### src/spi_wb_pkg.sv
package spi_wb_pkg;

  // Widest register address the bus can carry
  localparam int WB_ADR_W = 4;
  localparam int WB_DAT_W = 8;

  // Reply codes on MISO
  localparam logic [7:0] BYTE_IDLE = 8'h00;  // Filler, access still running
  localparam logic [7:0] BYTE_DONE = 8'hFF;  // Access finished

  // Master to slave
  typedef struct packed {
    logic                stb;  // Held until ack
    logic                we;   // 1 for write
    logic [WB_ADR_W-1:0] adr;
    logic [WB_DAT_W-1:0] dat;  // Write data
  } wb_ctrl_t;

  // Slave to master
  typedef struct packed {
    logic                ack;  // One cycle per access
    logic [WB_DAT_W-1:0] dat;  // Read data, valid with ack
  } wb_peri_t;

  // Command decoder states
  //
  // Read frame
  //   MOSI  W000SSSS  AAAAAAAA  00000000 ...  00000000  00000000
  //   MISO  ........  00000000  00000000 ...  11111111  DDDDDDDD
  //
  // Write frame
  //   MOSI  W000SSSS  AAAAAAAA  DDDDDDDD  00000000 ...
  //   MISO  ........  00000000  00000000  00000000 ...  11111111
  //
  // SSSS size nibble is received and ignored
  typedef enum logic [2:0] {
    StIdle,           // Waiting for a non-zero command byte
    StGetAddress,     // Next byte is the address
    StWaitAck,        // Read on the bus
    StReadData,       // Next reply carries the read byte
    StWriteData,      // Next byte is the write data
    StWriteStallAck   // Write on the bus
  } ctrl_state_e;

endpackage

### src/spi_byte_slave.sv
module spi_byte_slave (
  input  logic       clk_i,
  input  logic       rst_ni,

  // SPI pins, mode 0, MSB first
  input  logic       sclk,
  input  logic       cs_n,
  input  logic       mosi,
  output logic       miso,

  // Byte side
  output logic [7:0] rx_data,
  output logic       rx_stb,
  input  logic [7:0] tx_data,
  input  logic       tx_stb
);

  // Two-stage synchronizer on {sclk, cs_n, mosi}
  logic [2:0] pin_meta;
  logic [2:0] pin_sync;
  logic       sclk_prev;  // Delayed sclk_s for edge detect

  logic       sclk_s;
  logic       cs_n_s;
  logic       mosi_s;
  logic       sclk_rise;
  logic       sclk_fall;

  logic [2:0] bit_cnt;    // Rising edges seen in current byte
  logic [7:0] tx_shreg;   // Reply shifter, MSB on the pin

  always_ff @(posedge clk_i) begin
    if (!rst_ni) begin
      pin_meta  <= 3'b010;  // Deselected, clock low
      pin_sync  <= 3'b010;
      sclk_prev <= 1'b0;
    end else begin
      pin_meta  <= {sclk, cs_n, mosi};
      pin_sync  <= pin_meta;
      sclk_prev <= sclk_s;
    end
  end

  assign {sclk_s, cs_n_s, mosi_s} = pin_sync;

  // Edges only count while selected
  assign sclk_rise = sclk_s & ~sclk_prev & ~cs_n_s;
  assign sclk_fall = ~sclk_s & sclk_prev & ~cs_n_s;

  // Receive side
  always_ff @(posedge clk_i) begin
    if (!rst_ni) begin
      bit_cnt <= 3'd0;
      rx_stb  <= 1'b0;
    end else begin
      rx_stb <= 1'b0;
      if (cs_n_s) begin
        bit_cnt <= 3'd0;  // Realign on every deselect
      end else if (sclk_rise) begin
        bit_cnt <= bit_cnt + 3'd1;  // Wraps to 0 after bit 7
        rx_stb  <= (bit_cnt == 3'd7);  // Eighth bit in
      end
    end
  end

  // MOSI is stable at the rising edge, shift it in MSB first
  always_ff @(posedge clk_i) begin
    if (sclk_rise) begin
      rx_data <= {rx_data[6:0], mosi_s};
    end
  end

  // Transmit side
  //
  // The reply is loaded one cycle after rx_stb, well before the next
  // byte's first rising edge, so its MSB is already on MISO when the
  // master samples it. The falling edge that closes a byte arrives after
  // the load and must not shift, hence the bit_cnt guard
  always_ff @(posedge clk_i) begin
    if (!rst_ni) begin
      tx_shreg <= 8'h00;
    end else if (tx_stb) begin
      tx_shreg <= tx_data;  // Next reply
    end else if (cs_n_s) begin
      tx_shreg <= 8'h00;  // Quiet line when deselected
    end else if (sclk_fall && (bit_cnt != 3'd0)) begin
      tx_shreg <= {tx_shreg[6:0], 1'b0};  // Present next bit
    end
  end

  assign miso = tx_shreg[7];

endmodule

### src/wb_cmd_ctrl.sv
module wb_cmd_ctrl #(
  parameter int ADDR_W = 4  // Register address bits actually decoded
) (
  input  logic                 clk_i,
  input  logic                 rst_ni,

  // Wishbone master side
  output spi_wb_pkg::wb_ctrl_t wb_c,
  input  spi_wb_pkg::wb_peri_t wb_p,

  // Byte stream from and to the SPI slave
  input  logic [7:0]           rx_data,
  input  logic                 rx_stb,
  output logic [7:0]           tx_data,
  output logic                 tx_stb
);

  // Keeps only the low ADDR_W bits of the address byte
  localparam logic [spi_wb_pkg::WB_ADR_W-1:0] ADR_MASK =
    '1 >> (spi_wb_pkg::WB_ADR_W - ADDR_W);

  spi_wb_pkg::ctrl_state_e state;

  logic                            stb_q;
  logic                            we_q;   // W bit of the command byte
  logic [spi_wb_pkg::WB_ADR_W-1:0] adr_q;
  logic [7:0]                      wdat_q;
  logic [7:0]                      rdat_q; // Captured at ack

  assign wb_c = '{stb: stb_q, we: we_q, adr: adr_q, dat: wdat_q};

  // Sequencing and bus handshake
  always_ff @(posedge clk_i) begin
    if (!rst_ni) begin
      state  <= spi_wb_pkg::StIdle;
      stb_q  <= 1'b0;
      we_q   <= 1'b0;
      tx_stb <= 1'b0;
    end else begin
      tx_stb <= rx_stb;  // One reply per received byte
      if (wb_p.ack) begin
        stb_q <= 1'b0;  // Drop in the cycle after ack
      end
      if (rx_stb) begin
        case (state)
          spi_wb_pkg::StIdle: begin
            we_q <= rx_data[7];
            if (rx_data != spi_wb_pkg::BYTE_IDLE) begin
              state <= spi_wb_pkg::StGetAddress;  // Fillers are skipped
            end
          end
          spi_wb_pkg::StGetAddress: begin
            if (we_q) begin
              state <= spi_wb_pkg::StWriteData;  // Need the data byte first
            end else begin
              stb_q <= 1'b1;  // Read starts right away
              state <= spi_wb_pkg::StWaitAck;
            end
          end
          spi_wb_pkg::StWaitAck:
            if (!stb_q) state <= spi_wb_pkg::StReadData;
          spi_wb_pkg::StReadData:
            state <= spi_wb_pkg::StIdle;
          spi_wb_pkg::StWriteData: begin
            stb_q <= 1'b1;
            state <= spi_wb_pkg::StWriteStallAck;
          end
          spi_wb_pkg::StWriteStallAck:
            if (!stb_q) state <= spi_wb_pkg::StIdle;
          default:
            state <= spi_wb_pkg::StIdle;
        endcase
      end
    end
  end

  // Payload and reply bytes
  always_ff @(posedge clk_i) begin
    if (wb_p.ack) begin
      rdat_q <= wb_p.dat;  // Only meaningful for reads
    end
    if (rx_stb) begin
      case (state)
        spi_wb_pkg::StGetAddress: begin
          adr_q   <= rx_data[spi_wb_pkg::WB_ADR_W-1:0] & ADR_MASK;
          tx_data <= spi_wb_pkg::BYTE_IDLE;
        end
        spi_wb_pkg::StWriteData: begin
          wdat_q  <= rx_data;
          tx_data <= spi_wb_pkg::BYTE_IDLE;
        end
        spi_wb_pkg::StWaitAck, spi_wb_pkg::StWriteStallAck:
          // Done marker once ack has cleared stb
          tx_data <= stb_q ? spi_wb_pkg::BYTE_IDLE : spi_wb_pkg::BYTE_DONE;
        spi_wb_pkg::StReadData:
          tx_data <= rdat_q;
        default:
          tx_data <= spi_wb_pkg::BYTE_IDLE;
      endcase
    end
  end

endmodule

### src/wb_reg_bank.sv
module wb_reg_bank #(
  parameter int ADDR_W    = 4,
  parameter int ACK_DELAY = 3   // Wait cycles before ack
) (
  input  logic                 clk_i,
  input  logic                 rst_ni,

  input  spi_wb_pkg::wb_ctrl_t wb_c,
  output spi_wb_pkg::wb_peri_t wb_p
);

  localparam int NUM_REGS = 2 ** ADDR_W;
  localparam int CNT_W    = (ACK_DELAY > 0) ? $clog2(ACK_DELAY + 1) : 1;
  localparam logic [CNT_W-1:0] CNT_LAST = CNT_W'(ACK_DELAY);

  logic [7:0]        regs [NUM_REGS];
  logic [CNT_W-1:0]  wait_cnt;
  logic              done_q;  // Access served, wait for stb low
  logic              ack_q;
  logic [7:0]        rdat_q;
  logic [ADDR_W-1:0] idx;
  logic              fire;    // Access completes this cycle

  assign idx  = wb_c.adr[ADDR_W-1:0];
  assign fire = wb_c.stb && !done_q && (wait_cnt == CNT_LAST);

  // Ack timing, ack lands ACK_DELAY+1 cycles after stb rises
  always_ff @(posedge clk_i) begin
    if (!rst_ni) begin
      wait_cnt <= '0;
      done_q   <= 1'b0;
      ack_q    <= 1'b0;
    end else begin
      ack_q <= fire;
      if (!wb_c.stb) begin
        wait_cnt <= '0;  // Rearm only between accesses
        done_q   <= 1'b0;
      end else if (fire) begin
        wait_cnt <= '0;
        done_q   <= 1'b1;  // Blocks a second ack
      end else if (!done_q) begin
        wait_cnt <= wait_cnt + 1'b1;
      end
    end
  end

  // Register storage
  always_ff @(posedge clk_i) begin
    if (!rst_ni) begin
      for (int i = 0; i < NUM_REGS; i++) begin
        regs[i] <= 8'h00;
      end
    end else if (fire && wb_c.we) begin
      regs[idx] <= wb_c.dat;
    end
  end

  // Read data goes out together with ack
  always_ff @(posedge clk_i) begin
    if (fire) begin
      rdat_q <= regs[idx];
    end
  end

  assign wb_p = '{ack: ack_q, dat: rdat_q};

endmodule

### src/spi_wb_top.sv
module spi_wb_top #(
  parameter int ADDR_W    = 4,
  parameter int ACK_DELAY = 3
) (
  input  logic clk_i,
  input  logic rst_ni,

  input  logic sclk,
  input  logic cs_n,
  input  logic mosi,
  output logic miso
);

  // Byte link
  logic [7:0] rx_data;
  logic       rx_stb;
  logic [7:0] tx_data;
  logic       tx_stb;

  // Bus
  spi_wb_pkg::wb_ctrl_t wb_c;
  spi_wb_pkg::wb_peri_t wb_p;

  spi_byte_slave u_spi (
    .clk_i   (clk_i),
    .rst_ni  (rst_ni),
    .sclk    (sclk),
    .cs_n    (cs_n),
    .mosi    (mosi),
    .miso    (miso),
    .rx_data (rx_data),
    .rx_stb  (rx_stb),
    .tx_data (tx_data),
    .tx_stb  (tx_stb)
  );

  wb_cmd_ctrl #(.ADDR_W(ADDR_W)) u_ctrl (
    .clk_i   (clk_i),
    .rst_ni  (rst_ni),
    .wb_c    (wb_c),
    .wb_p    (wb_p),
    .rx_data (rx_data),
    .rx_stb  (rx_stb),
    .tx_data (tx_data),
    .tx_stb  (tx_stb)
  );

  wb_reg_bank #(.ADDR_W(ADDR_W), .ACK_DELAY(ACK_DELAY)) u_regs (
    .clk_i  (clk_i),
    .rst_ni (rst_ni),
    .wb_c   (wb_c),
    .wb_p   (wb_p)
  );

endmodule

### config.mk
export PLATFORM = sky130hd
export DESIGN_NAME = spi_wb_top
export DESIGN_NICKNAME = d
export VERILOG_FILES = /design/src/spi_wb_pkg.sv /design/src/spi_byte_slave.sv /design/src/wb_cmd_ctrl.sv /design/src/wb_reg_bank.sv /design/src/spi_wb_top.sv
export SDC_FILE = /design/constraint.sdc
export NUM_CORES = 1
export LEC_CHECK = 0
export BUFFER_PORTS_ARGS = -buffer_cell sky130_fd_sc_hd__buf_4
export CORE_UTILIZATION = 35
export CTS_CLUSTER_SIZE = 8
export DETAILED_ROUTE_END_ITERATION = 10
export GPL_ROUTABILITY_DRIVEN = 0
export SLEW_MARGIN = 0
export SYNTH_ARGS = -nofsm -noshare
export SYNTH_HDL_FRONTEND = slang
export SYNTH_HIERARCHICAL = 1
export SYNTH_SLANG_ARGS = --single-unit
### constraint.sdc
create_clock -name clk_i -period 2.1 [get_ports clk_i]
set_clock_uncertainty 0.05 [all_clocks]
set_input_delay 0.42 -clock clk_i [delete_from_list [all_inputs] [get_ports clk_i]]
set_output_delay 0.42 -clock clk_i [all_outputs]
set_load 0.005 [all_outputs]
### Word level (Yosys, flattened, before mapping)

Memories as Yosys holds them, arrays and structs flattened. A register that Yosys moved wholly into a read port is not among the register bits.
Cells that the tools add are included.

* memories kept: 1
* bits in writable memories: 128
* register bits: 65

Memory list
* u_regs.regs: depth 16, width 8, rd ports 1, clocked after memory_dff 1, wr ports 16, RTL line wb_reg_bank.sv:16 `logic [7:0] regs [NUM_REGS];`

* reductions and logical operators: 19
* eq/ne operators: 10
* multiplexer cells: 21
* bitwise gates (word level): 10
* $add $sub $neg: 2

Operators with widths (number)
* $mux W8: 5
* $pmux W8 S2: 1
* $pmux W3 S5: 1
* $mux W3: 4
* $eq A3 B3 Y1 const B: 3
* $mux W1: 8
* $reduce_and A2 Y1: 4
* $reduce_bool A8 Y1: 1
* $reduce_or A8 Y1: 1
* $eq A3 B2 Y1 const B: 2
* $not A1 Y1: 6
* $reduce_bool A3 Y1: 2
* $reduce_or A3 Y1: 2
* $and A1 B1 Y1: 4
* $logic_and A1 B1 Y1: 4
* $mux W4: 1
* $ne A2 B2 Y1 const B: 2
* $reduce_and A4 Y1: 1
* $reduce_or A2 Y1: 2
* $add A3 B1 Y3 const B: 1
* $eq A3 B1 Y1 const B: 1
* $logic_not A3 Y1: 1
* $add A2 B1 Y2 const B: 1
* $eq A2 B2 Y1 const B: 1
* other kinds (3): 3

### Depth between registers and ports, before layout

* depth in word-level cells: 9
* depth in mapped cells: 6
* mapped depth without buffers: 5

### Hierarchy

Netlist, hierarchy kept.

By module, submodules not included
* wb_reg_bank: cells each 407, area an instance 6150.9 µm², times used 1, sequential area each 4164.0 µm²
* wb_cmd_ctrl: cells each 87, area an instance 1333.8 µm², times used 1, sequential area each 960.9 µm²
* spi_byte_slave: cells each 91, area an instance 1082.3 µm², times used 1, sequential area each 620.6 µm²

### Least setup slack after synthesis

No wires, ideal clock.

* path type: register -> register
* from: register u_regs.wait_cnt[0]
* to: memory u_regs.regs[0][0] (enable)
* arrival: 1.790 ns
* period minus slack after synthesis: 2.224 ns
* data required time: 1.666 ns
* slack: -0.124 ns
* library setup time: 0.384 ns
* stages on the path, launching flop included: 6
* cell sequence: dfxtp_1 > ha_1 > and4b_1 > buf_6 > nand4b_4 > o21ai_0

RTL lines
* start: declaration: RTL line wb_reg_bank.sv:17 `logic [CNT_W-1:0] wait_cnt;`
* start signal: assignment: RTL line wb_reg_bank.sv:42 `wait_cnt <= wait_cnt + 1'b1;`
* end: declaration: RTL line wb_reg_bank.sv:16

==> run metrics <==
Hold Startpoint cs_n; RR Startpoint u_ctrl/adr_q[0]$_DFFE_PP_; Post-Layout Cell Count between 900 and 1k; Flop pwr share 0.513; H-tree depth 1; port bufs 5; hpwl dp 12300 microns; CTS root buf clkbuf_16; routed length on met2 9610 microns; Vias/cell 5.22; Worst Setup End Kind flip-flop; ys flop type edfxtp_1; max_slew headroom 0.533; initial antenna violation count 0; clk_lat worst skew 0.54 ns; asr flop ratio synth 0; max-cap viol count 0; antenna-violating nets left 0; final setup vio count 0; final hold vios 0; CP Cell Sequence buf_12 -> mux4_2 -> a22oi_1 -> nand2_1; vias in the first global route slightly above 5k; syn avg cell area approximately 15 sq um; Worst Setup SP u_ctrl/adr_q[0]$_DFFE_PP_; type of origin of the critical path flip-flop; Post-Syn Instances between 500 and 600; Placed Area 9090 sq um; Final Worst Setup Slack 0.118 ns; Yosys reg bits between 200 and 250; number of remaining DRC errors 0; Sw Ratio 0.196; # IOs 6; WL met3 between 1000 and 1500 microns; critical-path maximum fanout 13; routed vias 4989; reg2reg setup slack roughly 0.12 ns; ratio of cells with drive above 1 in the final layout 0.206; largest net degree at the start of global routing 50; sequential-to-total area share from yosys stat 0.671; fin util 0.417; GRT overflow 0; mapped cell area 8570 sq um; max incr delay on CP 0.51 ns; Wirelength per Cell just under 20 microns; CTS Buffer Depth 3; status finished, final reports clean; die area between 20000 and 30000 sq um; clock share of power 0.464; Internal Pwr Total a little over 7 mW; VDD IR-drop max 570 uV; Tmin final approximately 2.0 ns; Worst Hold Class in2reg; Psw between 1.5 and 2 mW; WS Path Type reg2reg; WL met1 7560 microns; # rows 56; Post-synth EDFFs 172; power per standard cell area roughly 890 nW/um^2; Max Fclk roughly 500 MHz; Yosys cell types between 40 and 50; Area Growth Syn to Fin 15.6%; overall power slightly below 9 mW; Antenna diodes 0; CORE AREA approximately 24000 sq um; Worst Max-Slew Pin Slew roughly 0.70 ns; period utilization 0.944; CP Data Arrival Time about 2.2 ns; global-route wire length before repair roughly 29000 microns; Resized Gates After CTS 0; top sig layer met4; DIE WIDTH 158 microns; logic gate share of total power 0.024; Slowest cell on crit path mux4_2; syn nets around 590; Final Max Slew Viols 0; initial drt markers between 300 and 400; pre-CTS setup slack ~0.08 ns; Starting Density 0.361; Post-Route WL 19000 microns; First-pass DRT Iterations 5; unrepaired setup endpoints after global routing no; Sink Count between 200 and 250; clock buffer count from CTS 29; design area roughly 9900 sq um; clock-pin slew on the worst setup and hold paths approximately 0.05 ns; CTS tree built; CP required between 2 and 2.5 ns; placed insts ~910; cts hold-fix bufs 0; Leakage around 3.3 nW; Final #Nets 635; chip height 158 microns; Fill cells roughly 2.1k; Syn. warnings 6; Tot GR Track Use 0.159; Post-CTS Setup Bufs 0
## kinds of logic after synthesis
logic type                 count (synthesis)  synth area share
and+or+nand+nor                          218             0.132
AOI/OAI and AO/OA                         83            0.0657
muxes                                     35            0.0891
adders and majority gates                  4           0.00584
buffers and inverters                     43            0.0355
DFF                                      201             0.671
xor gates and xnor gates                   1           0.00102
## registers in the layout (all words and copies together), names as in the netlist
register,count
u_regs/done_q,1
u_regs/wait_cnt,2
u_ctrl/we_q,1
u_spi/pin_sync,3
u_ctrl/adr_q,4
u_ctrl/tx_data,8
u_spi/rx_stb,1
u_spi/tx_shreg,8
u_ctrl/stb_q,1
u_regs/rdat_q,8
u_regs/regs,128
u_spi/sclk_prev,1
u_spi/bit_cnt,3
u_ctrl/tx_stb,1
u_ctrl/state,3
u_ctrl/wdat_q,8
u_regs/ack_q,1
u_spi/pin_meta,3
u_ctrl/rdat_q,8
u_spi/rx_data,8
## metal layers
layer  track usage  vias to the layer above
met5             0                        -
met4        0.0682                        0
met3        0.0231                       42
met2         0.275                      174
met1         0.198                     2497
li1              -                     2276
## worst max-delay path, delay by kind of cell, from the launching register on
| kind | cells | cell delay, ns |
|---|---|---|
| buf+inv | 1 | 0.20 |
| compound gates | 1 | 0.35 |
| mux | 1 | 0.51 |
| simple gates | 1 | 0.14 |
| flops | 1 | 0.44 |
## per-stage QoR
step                      hold slack, ns  setup TNS, ns
after floorplan                    0.336          -1.99
after global placement             0.349              0
after detailed placement           0.346              0
after CTS                         0.0247              0
after global routing              0.0258              0
final                             0.0366              0
## power by group through the flow
stage,registers (mW),logic (mW),clock network (mW)
finish,4.50,0.207,4.06
global route,4.50,0.222,4.30
CTS,4.50,0.208,4.15
detailed placement,4.57,0.207,0
global placement,4.56,0.205,0
floorplan,4.55,0.122,0
## cell usage after synthesis (5+ instances only)
cell / count / share of area
nand2_1: 28 / 0.012
buf_4: 5 / 0.0044
mux4_2: 29 / 0.076
dfxtp_1: 29 / 0.068
a211oi_1: 7 / 0.0061
buf_6: 15 / 0.020
a21oi_1: 18 / 0.011
nor3b_1: 9 / 0.0079
nor2b_1: 9 / 0.0066
o21ai_0: 25 / 0.015
edfxtp_1: 172 / 0.60
inv_1: 5 / 0.0022
clkbuf_1: 7 / 0.0031
buf_2: 9 / 0.0053
and2_1: 8 / 0.0058
a2111oi_0: 7 / 0.0072
nor2_1: 137 / 0.060
a22oi_1: 16 / 0.014
## cell type report
type,count,area [sq um],share of cell area
clock inverters,2,28.8,0.00291
flip-flops and latches,201,5750,0.580
multi-input cells,341,2540,0.256
repair buffers,48,410,0.0414
clock buffers,40,767,0.0774
well taps,319,399,0.0403
inverters,5,18.8,0.00189
## cells in the final DEF (no fill, tap or decap), types with 2 or more instances in the layout
master and instances:
edfxtp_1 172, nor2_1 137, buf_4 44, clkbuf_16 29
dfxtp_1 29, mux4_2 29, nand2_1 28, a21oi_1 18
a22oi_1 14, o21ai_1 14, clkbuf_1 11, o21ai_0 10
nor3b_1 9, nor2b_1 8, and2_1 8, a2111oi_0 7
a211oi_1 7, inv_1 5, nand4b_4 4, nand4_4 4
buf_12 4, and4b_1 3, mux4_1 3, nand2b_1 3
ha_1 3, and4bb_2 2, nor3_1 2, a22oi_2 2
mux2i_1 2
## worst paths after layout
path | end | depth (start not counted)
max | u_regs/rdat_q[6]$_DFFE_PP_ | 4
min | u_spi/pin_meta[1]$_SDFF_PN1_ | 2
max reg2reg | u_regs/rdat_q[6]$_DFFE_PP_ | 4
min reg2reg | u_spi/rx_data[0]$_DFFE_PP_ | 0
(Power assumes the default switching activity.)
